===== src/pipe_pkg.sv =====
`default_nettype none

package pipe_pkg;

    //////////////////////////////////////////////////////////////////////
    // Widths and fixed addresses
    //////////////////////////////////////////////////////////////////////

    // Sixteen architectural registers
    localparam int REG_BITS = 4;

    // Word addressed fetch PC
    localparam int PC_BITS = 16;

    // PC low bits that index the predictor table
    localparam int BHT_BITS = 4;

    // Number of 2-bit counters in the table
    localparam int BHT_ENTRIES = 1 << BHT_BITS;

    typedef logic [REG_BITS-1:0] reg_addr_t;
    typedef logic [PC_BITS-1:0]  pc_t;

    // Fetch address in the intercepted cycle
    localparam pc_t INT_VECTOR = 16'h0100;

    // Counter value after reset, weakly not taken
    localparam logic [1:0] CTR_INIT = 2'b01;

    //////////////////////////////////////////////////////////////////////
    // Stage payloads
    //////////////////////////////////////////////////////////////////////

    // Decoded fields of the instruction sitting in ID
    typedef struct packed {
        logic      valid;
        reg_addr_t regsrc1;
        reg_addr_t regsrc2;
        reg_addr_t regdst;
        logic      memread;
        logic      memtoreg;
        logic      isbranch;
        logic      isjump;
        pc_t       target;
    } id_info_t;

    // ID/EX entry, decode fields plus its pc and the ID prediction
    typedef struct packed {
        id_info_t info;
        pc_t      pc;
        logic     pred;
    } ex_entry_t;

    // Outcome of the EX instruction, from the execute stage
    typedef struct packed {
        logic ifbranch;
        logic spare;
        pc_t  jr_target;
    } ex_result_t;

    // Hazard unit outputs
    typedef struct packed {
        logic stall;
        logic flush_if;
        logic flush_id;
        logic flush_ex;
        logic jr;
        logic prewrong;
        logic precorrc;
        logic isintzero;
    } ctrl_t;

endpackage

`default_nettype wire


===== src/pipe_reg.sv =====
`timescale 1ns/10ps
`default_nettype none

module pipe_reg #(
    parameter type payload_t = logic
) (
    input  wire logic     CLK,
    input  wire logic     interception_i,
    input  wire logic     hold_i,
    input  wire logic     flush_i,
    input  wire payload_t d_i,
    output payload_t      q_o
);

    //////////////////////////////////////////////////////////////////////
    // Stage register
    //////////////////////////////////////////////////////////////////////

    payload_t stage_q;

    // Flush beats hold
    // A cleared payload reads as an invalid entry downstream
    always_ff @(posedge CLK or posedge interception_i) begin
        if (interception_i) begin
            stage_q <= '0;
        end else if (flush_i) begin
            // Bubble or wrong path squash
            stage_q <= '0;
        end else if (!hold_i) begin
            stage_q <= d_i;
        end
        // Otherwise keep the entry for another cycle
    end

    assign q_o = stage_q;

endmodule

`default_nettype wire


===== src/hazard_unit.sv =====
`timescale 1ns/10ps
`default_nettype none

module hazard_unit (
    input  wire logic                 CLK,
    input  wire logic                 interception_i,
    input  wire pipe_pkg::ex_entry_t  ex_i,
    input  wire pipe_pkg::ex_result_t ex_result_i,
    input  wire pipe_pkg::reg_addr_t  src1_i,
    input  wire pipe_pkg::reg_addr_t  src2_i,
    input  wire logic                 pred_taken_id_i,
    output pipe_pkg::ctrl_t           ctrl_o
);

    //////////////////////////////////////////////////////////////////////
    // Intercepted cycle flag
    //////////////////////////////////////////////////////////////////////

    logic intercepted_q;

    // Set while the line is high, dropped at the first edge after it falls
    always_ff @(posedge CLK or posedge interception_i) begin
        if (interception_i) begin
            intercepted_q <= 1'b1;
        end else begin
            intercepted_q <= 1'b0;
        end
    end

    //////////////////////////////////////////////////////////////////////
    // Load-use detection
    //////////////////////////////////////////////////////////////////////

    logic ex_is_load;
    logic dst_match;
    logic stall;

    // Load in EX whose result goes to a register
    assign ex_is_load = ex_i.info.valid && ex_i.info.memread && ex_i.info.memtoreg;

    // Either ID source reads the load destination
    assign dst_match = (ex_i.info.regdst == src1_i) || (ex_i.info.regdst == src2_i);

    // Interception outranks the load-use stall
    assign stall = ex_is_load && dst_match && !intercepted_q;

    //////////////////////////////////////////////////////////////////////
    // Branch and jr judgment in EX
    //////////////////////////////////////////////////////////////////////

    logic judge_en;
    logic ex_branch;
    logic pred_match;
    logic prewrong;
    logic precorrc;
    logic jr;
    logic id_redirect;

    // Judgment waits while stalled or intercepted
    assign judge_en   = ex_i.info.valid && !stall && !intercepted_q;
    assign ex_branch  = judge_en && ex_i.info.isbranch;
    assign pred_match = (ex_i.pred == ex_result_i.ifbranch);

    // Only a real branch can be mispredicted
    assign prewrong = ex_branch && !pred_match;
    assign precorrc = ex_branch && pred_match;
    assign jr       = judge_en && ex_i.info.isjump;

    // Predicted taken branch in ID steers fetch unless held
    assign id_redirect = pred_taken_id_i && !stall && !intercepted_q;

    //////////////////////////////////////////////////////////////////////
    // Control outputs
    //////////////////////////////////////////////////////////////////////

    always_comb begin
        ctrl_o           = '0;
        ctrl_o.stall     = stall;
        // Fetched slot is on the wrong path
        ctrl_o.flush_if  = prewrong || jr || id_redirect;
        // Squash the entry entering EX, stall makes it a bubble
        ctrl_o.flush_id  = intercepted_q || prewrong || jr || stall;
        ctrl_o.flush_ex  = intercepted_q;
        ctrl_o.jr        = jr;
        ctrl_o.prewrong  = prewrong;
        ctrl_o.precorrc  = precorrc;
        ctrl_o.isintzero = intercepted_q;
    end

endmodule

`default_nettype wire


===== src/branch_predictor.sv =====
`timescale 1ns/10ps
`default_nettype none

module branch_predictor (
    input  wire logic          CLK,
    input  wire logic          interception_i,
    input  wire pipe_pkg::pc_t rd_pc_i,
    output logic               taken_o,
    input  wire logic          upd_en_i,
    input  wire pipe_pkg::pc_t upd_pc_i,
    input  wire logic          upd_taken_i
);

    //////////////////////////////////////////////////////////////////////
    // Counter table
    //////////////////////////////////////////////////////////////////////

    // One 2-bit saturating counter per low PC pattern
    logic [1:0] ctr_q [pipe_pkg::BHT_ENTRIES];

    logic [pipe_pkg::BHT_BITS-1:0] rd_idx;
    logic [pipe_pkg::BHT_BITS-1:0] upd_idx;
    logic [1:0]                    upd_ctr;

    assign rd_idx  = rd_pc_i[pipe_pkg::BHT_BITS-1:0];
    assign upd_idx = upd_pc_i[pipe_pkg::BHT_BITS-1:0];
    assign upd_ctr = ctr_q[upd_idx];

    //////////////////////////////////////////////////////////////////////
    // Read port
    //////////////////////////////////////////////////////////////////////

    // Upper counter bit set means 2 or 3, predict taken
    assign taken_o = ctr_q[rd_idx][1];

    //////////////////////////////////////////////////////////////////////
    // Update port
    //////////////////////////////////////////////////////////////////////

    always_ff @(posedge CLK or posedge interception_i) begin
        if (interception_i) begin
            // All counters back to weakly not taken
            for (int i = 0; i < pipe_pkg::BHT_ENTRIES; i++) begin
                ctr_q[i] <= pipe_pkg::CTR_INIT;
            end
        end else if (upd_en_i) begin
            if (upd_taken_i) begin
                // Count up, stop at strongly taken
                if (upd_ctr != 2'b11) begin
                    ctr_q[upd_idx] <= upd_ctr + 2'd1;
                end
            end else begin
                // Count down, stop at strongly not taken
                if (upd_ctr != 2'b00) begin
                    ctr_q[upd_idx] <= upd_ctr - 2'd1;
                end
            end
        end
    end

endmodule

`default_nettype wire


===== src/pc_unit.sv =====
`timescale 1ns/10ps
`default_nettype none

module pc_unit (
    input  wire logic                 CLK,
    input  wire logic                 interception_i,
    input  wire pipe_pkg::ctrl_t      ctrl_i,
    input  wire pipe_pkg::ex_entry_t  ex_i,
    input  wire pipe_pkg::ex_result_t ex_result_i,
    input  wire logic                 id_redirect_i,
    input  wire pipe_pkg::pc_t        id_target_i,
    output pipe_pkg::pc_t             pc_o,
    output pipe_pkg::pc_t             epc_o
);

    //////////////////////////////////////////////////////////////////////
    // Next fetch address
    //////////////////////////////////////////////////////////////////////

    pipe_pkg::pc_t pc_q;
    pipe_pkg::pc_t pc_d;
    pipe_pkg::pc_t ex_fallthru;
    pipe_pkg::pc_t ex_fix_pc;

    // Sequential successor of the branch in EX
    assign ex_fallthru = ex_i.pc + 16'd1;

    // Corrected address after a misprediction
    assign ex_fix_pc = ex_result_i.ifbranch ? ex_i.info.target : ex_fallthru;

    // Highest priority first
    always_comb begin
        if (ctrl_i.isintzero) begin
            // Intercepted cycle goes to the vector
            pc_d = pipe_pkg::INT_VECTOR;
        end else if (ctrl_i.stall) begin
            pc_d = pc_q;
        end else if (ctrl_i.prewrong) begin
            pc_d = ex_fix_pc;
        end else if (ctrl_i.jr) begin
            pc_d = ex_result_i.jr_target;
        end else if (id_redirect_i) begin
            // Follow the predicted taken branch in ID
            pc_d = id_target_i;
        end else begin
            pc_d = pc_q + 16'd1;
        end
    end

    //////////////////////////////////////////////////////////////////////
    // Fetch PC register
    //////////////////////////////////////////////////////////////////////

    always_ff @(posedge CLK or posedge interception_i) begin
        if (interception_i) begin
            pc_q <= pipe_pkg::INT_VECTOR;
        end else begin
            pc_q <= pc_d;
        end
    end

    assign pc_o = pc_q;

    //////////////////////////////////////////////////////////////////////
    // Exception PC
    //////////////////////////////////////////////////////////////////////

    pipe_pkg::pc_t epc_q;

    // Tracks the last valid EX instruction
    // Frozen across the intercepted cycle
    always_ff @(posedge CLK) begin
        if (ex_i.info.valid && !ctrl_i.flush_ex) begin
            epc_q <= ex_i.pc;
        end
    end

    assign epc_o = epc_q;

endmodule

`default_nettype wire


===== src/pipe_frontend_top.sv =====
`timescale 1ns/10ps
`default_nettype none

module pipe_frontend_top (
    input  wire logic                 CLK,
    input  wire logic                 interception_i,
    input  wire pipe_pkg::id_info_t   id_info_i,
    input  wire pipe_pkg::ex_result_t ex_result_i,
    output pipe_pkg::pc_t             pc_o,
    output pipe_pkg::pc_t             epc_o,
    output pipe_pkg::ctrl_t           ctrl_o,
    output pipe_pkg::pc_t             id_pc_o,
    output pipe_pkg::pc_t             ex_pc_o
);

    //////////////////////////////////////////////////////////////////////
    // Internal nets
    //////////////////////////////////////////////////////////////////////

    pipe_pkg::pc_t       fetch_pc;
    pipe_pkg::pc_t       id_pc;
    pipe_pkg::ex_entry_t id_entry;
    pipe_pkg::ex_entry_t ex_entry;
    pipe_pkg::ctrl_t     ctrl;
    logic                bp_taken;
    logic                id_pred_taken;
    logic                bp_upd_en;

    // Valid branch in ID that the table calls taken
    assign id_pred_taken = id_info_i.valid && id_info_i.isbranch && bp_taken;

    // Train only on real branches that survive interception
    assign bp_upd_en = ex_entry.info.valid && ex_entry.info.isbranch && !ctrl.flush_ex;

    // Entry heading into EX
    assign id_entry = '{info: id_info_i, pc: id_pc, pred: bp_taken};

    //////////////////////////////////////////////////////////////////////
    // Stage registers
    //////////////////////////////////////////////////////////////////////

    // IF/ID keeps just the fetch address
    pipe_reg #(.payload_t(pipe_pkg::pc_t)) if_id_i (
        .CLK(CLK), .interception_i(interception_i),
        .hold_i(ctrl.stall), .flush_i(ctrl.flush_if),
        .d_i(fetch_pc), .q_o(id_pc)
    );

    // ID/EX never holds, a stall squashes its input instead
    pipe_reg #(.payload_t(pipe_pkg::ex_entry_t)) id_ex_i (
        .CLK(CLK), .interception_i(interception_i),
        .hold_i(1'b0), .flush_i(ctrl.flush_id),
        .d_i(id_entry), .q_o(ex_entry)
    );

    //////////////////////////////////////////////////////////////////////
    // Control blocks
    //////////////////////////////////////////////////////////////////////

    branch_predictor branch_predictor_i (
        .CLK(CLK), .interception_i(interception_i),
        .rd_pc_i(id_pc), .taken_o(bp_taken),
        .upd_en_i(bp_upd_en), .upd_pc_i(ex_entry.pc),
        .upd_taken_i(ex_result_i.ifbranch)
    );

    hazard_unit hazard_unit_i (
        .CLK(CLK), .interception_i(interception_i),
        .ex_i(ex_entry), .ex_result_i(ex_result_i),
        .src1_i(id_info_i.regsrc1), .src2_i(id_info_i.regsrc2),
        .pred_taken_id_i(id_pred_taken), .ctrl_o(ctrl)
    );

    pc_unit pc_unit_i (
        .CLK(CLK), .interception_i(interception_i),
        .ctrl_i(ctrl), .ex_i(ex_entry), .ex_result_i(ex_result_i),
        .id_redirect_i(id_pred_taken), .id_target_i(id_info_i.target),
        .pc_o(fetch_pc), .epc_o(epc_o)
    );

    // Observation ports
    assign pc_o    = fetch_pc;
    assign ctrl_o  = ctrl;
    assign id_pc_o = id_pc;
    assign ex_pc_o = ex_entry.pc;

endmodule

`default_nettype wire


===== config.mk =====
export PLATFORM = sky130hd
export DESIGN_NAME = pipe_frontend_top
export DESIGN_NICKNAME = d
export VERILOG_FILES = /design/src/pipe_pkg.sv /design/src/pipe_reg.sv /design/src/hazard_unit.sv /design/src/branch_predictor.sv /design/src/pc_unit.sv /design/src/pipe_frontend_top.sv
export SDC_FILE = /design/constraint.sdc
export NUM_CORES = 1
export LEC_CHECK = 0
export BUFFER_PORTS_ARGS = -buffer_cell sky130_fd_sc_hd__buf_2
export CORE_MARGIN = 2
export CORE_UTILIZATION = 45
export CTS_BUF_LIST = sky130_fd_sc_hd__clkbuf_4 sky130_fd_sc_hd__clkbuf_8
export DETAILED_ROUTE_END_ITERATION = 10
export PLACE_DENSITY = 0.81
export SETUP_SLACK_MARGIN = 0.02
export SLEW_MARGIN = 20
export SYNTH_ARGS = -nofsm -noshare
export SYNTH_HDL_FRONTEND = slang
export SYNTH_SLANG_ARGS = --single-unit

===== constraint.sdc =====
create_clock -name CLK -period 3.75 [get_ports CLK]
set_input_delay 0.75 -clock CLK [delete_from_list [all_inputs] [get_ports CLK]]
set_output_delay 0.75 -clock CLK [all_outputs]
set_load 0.01 [all_outputs]

==> impl_results.md <==
* Crit share post-route at 93.04%
* Synth async-reset ratio at 86.99%
* Fillers at 1209
* Slew HR at between 30% and 40%
* GR Overflow Total at 0
* Hold crit path type: in -> async
* Power per cell area at 499.6 nW/um^2
* Pwr Total at about 3.7 mW
* Worst-path maximum fanout at 11
* Gp weighted congestion at 0.9760
* Worst Setup End Kind: primary output
* Final Critical Period at 3.489 ns
* Layout cell share with drive strength beyond 1 at 36.11%
* Drc violations at 0
* Htree depth at 4
* Syn Area/Cell at 11.33 um^2
* Synth warnings at 0
* Final worst slack at 0.2609 ns
* TNS Setup at 0 ns
* Max-slew violations at 0
* Vias at 5024
* Static leakage at 3.602 nW
* # hold bufs at CTS at 0
* Initial antenna violation count at 0
* WS Path Type: reg -> out
* Ys flop type: dfrtp_1
* PortBufs at 123
* Max Fclk at 286.6 MHz
* Gate Count Post-Synth at between 500 and 600
* Worst vdd ir at 241.9 uV
* RSZ-0062 raised after global routing: false
* Seq cells post-synth at ~120
* First-pass detailed-route iteration total at 5
* Clock Latency Late Sink at 0.45 ns
* Critical Path RT at roughly 3.0 ns
* # clock sinks at 123
* Vias per cell at 5.890
* Multi-input gate area at 2883 um^2
* Largest net degree at the start of global routing at 57
* Routed wire length at between 15000 and 20000 um
* IO Pins at 125
* Vias in the first global route at 4987
* Die W at about 120 um
* DRT iter0 DRCs at 527
* EDFF count, synth at 16
* Die area at 15300 um^2
* CTS tree: yes
* Clock transition at the registers of the reported paths at about 0.07 ns
* Register area at 3181 um^2
* Max_cap viols at 0
* Postcts setup bufs at 0
* Final core utilization at 53.54%
* Clock skew at ~0.015 ns
* Sequential area share after synthesis at 49.32%
* Avg WL per Cell at 20.09 um
* First-pass GRT wire length at around 26000 um
* Hold slack at 0.4204 ns
* Setup crit start kind: flop
* Hpwl dp at 12470 um
* Setup violations, final at 0
* CTS resizes at 0
* Antenna cells at 0
* Root buffer cell: clkbuf_8
* Site Rows at 43
* Final hold violation count at 0
* CTS Buf Count at 17
* GRT Total Usage at 23.22%
* Floorplan core area at about 14000 um^2
* Layout area overhead at 15.70%
* NumNets Final at 720
* Remaining antenna violation count at 0
* Worst slack at placement at between 0.3 and 0.4 ns
* Mapped Nets at 629
* Distinct cells, synth at 60
* CP arrival at 2.74 ns
* Outcome: completed
* Bufs on Longest Clock Path at 2
* Die H at between 100 and 150 um
* Starting Density at 46.28%
* Slew @ Worst Pin at 1.030 ns
* Synthesized area at 6449 um^2
placed cells by master (no fill, tap or decap), drive strengths merged, types with 4 or more instances in the layout:
cell,instances
nand3,20
nor2b,7
xor2,19
edfxtp,16
buf,135
and3,49
o21ai,13
mux2,33
and4,7
inv,11
a21boi,4
nor2,16
dfstp,18
mux2i,13
clkbuf,25
o311ai,4
dfrtp,89
a22o,18
nand4,5
o211ai,10
ha,7
nand2,40
xnor2,17
a211oi,8
nor3,7
a211o,5
and2,12
a21oi,6
mux4,9
layer usage:
layer	up-vias	GRT usage, %	wire (um)
met3	44	5.998	1366
met5	-	0	0
li1	2250	-	-
met1	2480	31.91	7271
met4	0	11.08	516
met2	250	34.34	7980
per-stage QoR:
step,instances,area (um^2)
final,853,7461
after global routing,853,7461
after CTS,853,7453
after detailed placement,821,7039
after global placement,821,7039
after floorplan,569,6449
Yosys cell counts, types with 2 or more instances:
cell / number / area (um^2)
a2111o_1: 2 / 22.52
a211o_1: 5 / 43.79
a211oi_1: 8 / 60.06
a21boi_0: 4 / 30.03
a21oi_1: 6 / 30.03
a221oi_2: 2 / 30.03
a22o_1: 18 / 157.7
a22oi_1: 3 / 22.52
a31oi_1: 3 / 18.77
and2_1: 12 / 75.07
and3_1: 49 / 306.5
and4_1: 7 / 61.31
buf_1: 3 / 11.26
buf_2: 15 / 75.07
buf_4: 28 / 210.2
clkbuf_1: 15 / 56.30
clkbuf_2: 2 / 10.01
dfrtp_1: 89 / 2227
dfstp_2: 18 / 473.0
edfxtp_1: 16 / 480.5
ha_1: 7 / 87.58
inv_1: 10 / 37.54
mux2_2: 33 / 371.6
mux2i_1: 13 / 130.1
mux4_2: 9 / 202.7
nand2_1: 40 / 150.1
nand2b_1: 3 / 18.77
nand3_1: 20 / 100.1
nand3b_1: 3 / 22.52
nand4_1: 5 / 31.28
nor2_1: 15 / 56.30
nor2b_1: 7 / 43.79
nor3_1: 7 / 35.03
nor4_2: 2 / 25.02
o2111ai_1: 2 / 17.52
o211a_1: 3 / 30.03
o211ai_1: 10 / 75.07
o21ai_0: 11 / 55.05
o22ai_1: 2 / 12.51
o311ai_0: 4 / 35.03
o31ai_1: 3 / 22.52
o32ai_1: 2 / 17.52
or2_2: 2 / 12.51
xnor2_1: 17 / 148.9
xor2_1: 19 / 166.4
kinds of logic (layout without fill, tap and decap cells):
| family | Yosys count | count (layout) | share of synthesized area [%] |
|---|---|---|---|
| AO/OA/AOI/OAI | 98 | 98 | 12.18 |
| other | 1 | 1 | 0.05815 |
| buffers and inverters | 73 | 177 | 6.209 |
| AND/OR/NAND/NOR | 176 | 176 | 15.06 |
| multiplexers | 55 | 55 | 10.92 |
| XOR/XNOR | 36 | 36 | 4.889 |
| adder cells (fa/ha/maj) | 7 | 7 | 1.358 |
| flip-flops | 123 | 123 | 49.32 |
worst max-delay path, cell delays in order, from the launching register on:
cell and delay (ns):
dfrtp_1 0.76, mux2i_1 0.21, a221oi_2 0.36, and2_1 0.32, o21ai_4 0.16, o21ai_0 0.29, buf_2 0.19
final timing paths:
| path | depth (start not counted) | to | slack (ns) | from |
|---|---|---|---|---|
| max in group asynchronous | 3 | hazard_unit_i.intercepted_q$_DFF_PP1_ | 2.57 | interception_i |
| min in group CLK | 1 | if_id_i.q_o[4]$_DFFE_PP0P_ | 0.52 | if_id_i.q_o[4]$_DFFE_PP0P_ |
| min | 2 | pc_unit_i.pc_o[3]$_DFFE_PP0P_ | 0.42 | interception_i |
| min reg2reg | 1 | if_id_i.q_o[4]$_DFFE_PP0P_ | 0.52 | if_id_i.q_o[4]$_DFFE_PP0P_ |
| max | 6 | ctrl_o[6] | 0.26 | if_id_i.q_o[0]$_DFFE_PP0P_ |
| max reg2reg | 9 | branch_predictor_i.ctr_q[1]$_DFFE_PP0P_ | 0.36 | id_ex_i.q_o[1]$_DFF_PP0_ |
layout make-up:
cell class	instances	area share, %
Inverter	10	0.5366
Clock buffer	25	4.360
Sequential cell	123	42.63
Tap cell	180	3.019
Clock inverter	7	1.191
Multi-Input combinational cell	373	38.64
Timing Repair Buffer	135	9.626
power breakdown:
part	switching [mW]	internal, mW
combinational	0.465	0.368
clock	0.519	0.698
sequential	0.186	1.49
(Power assumes the default switching activity.)
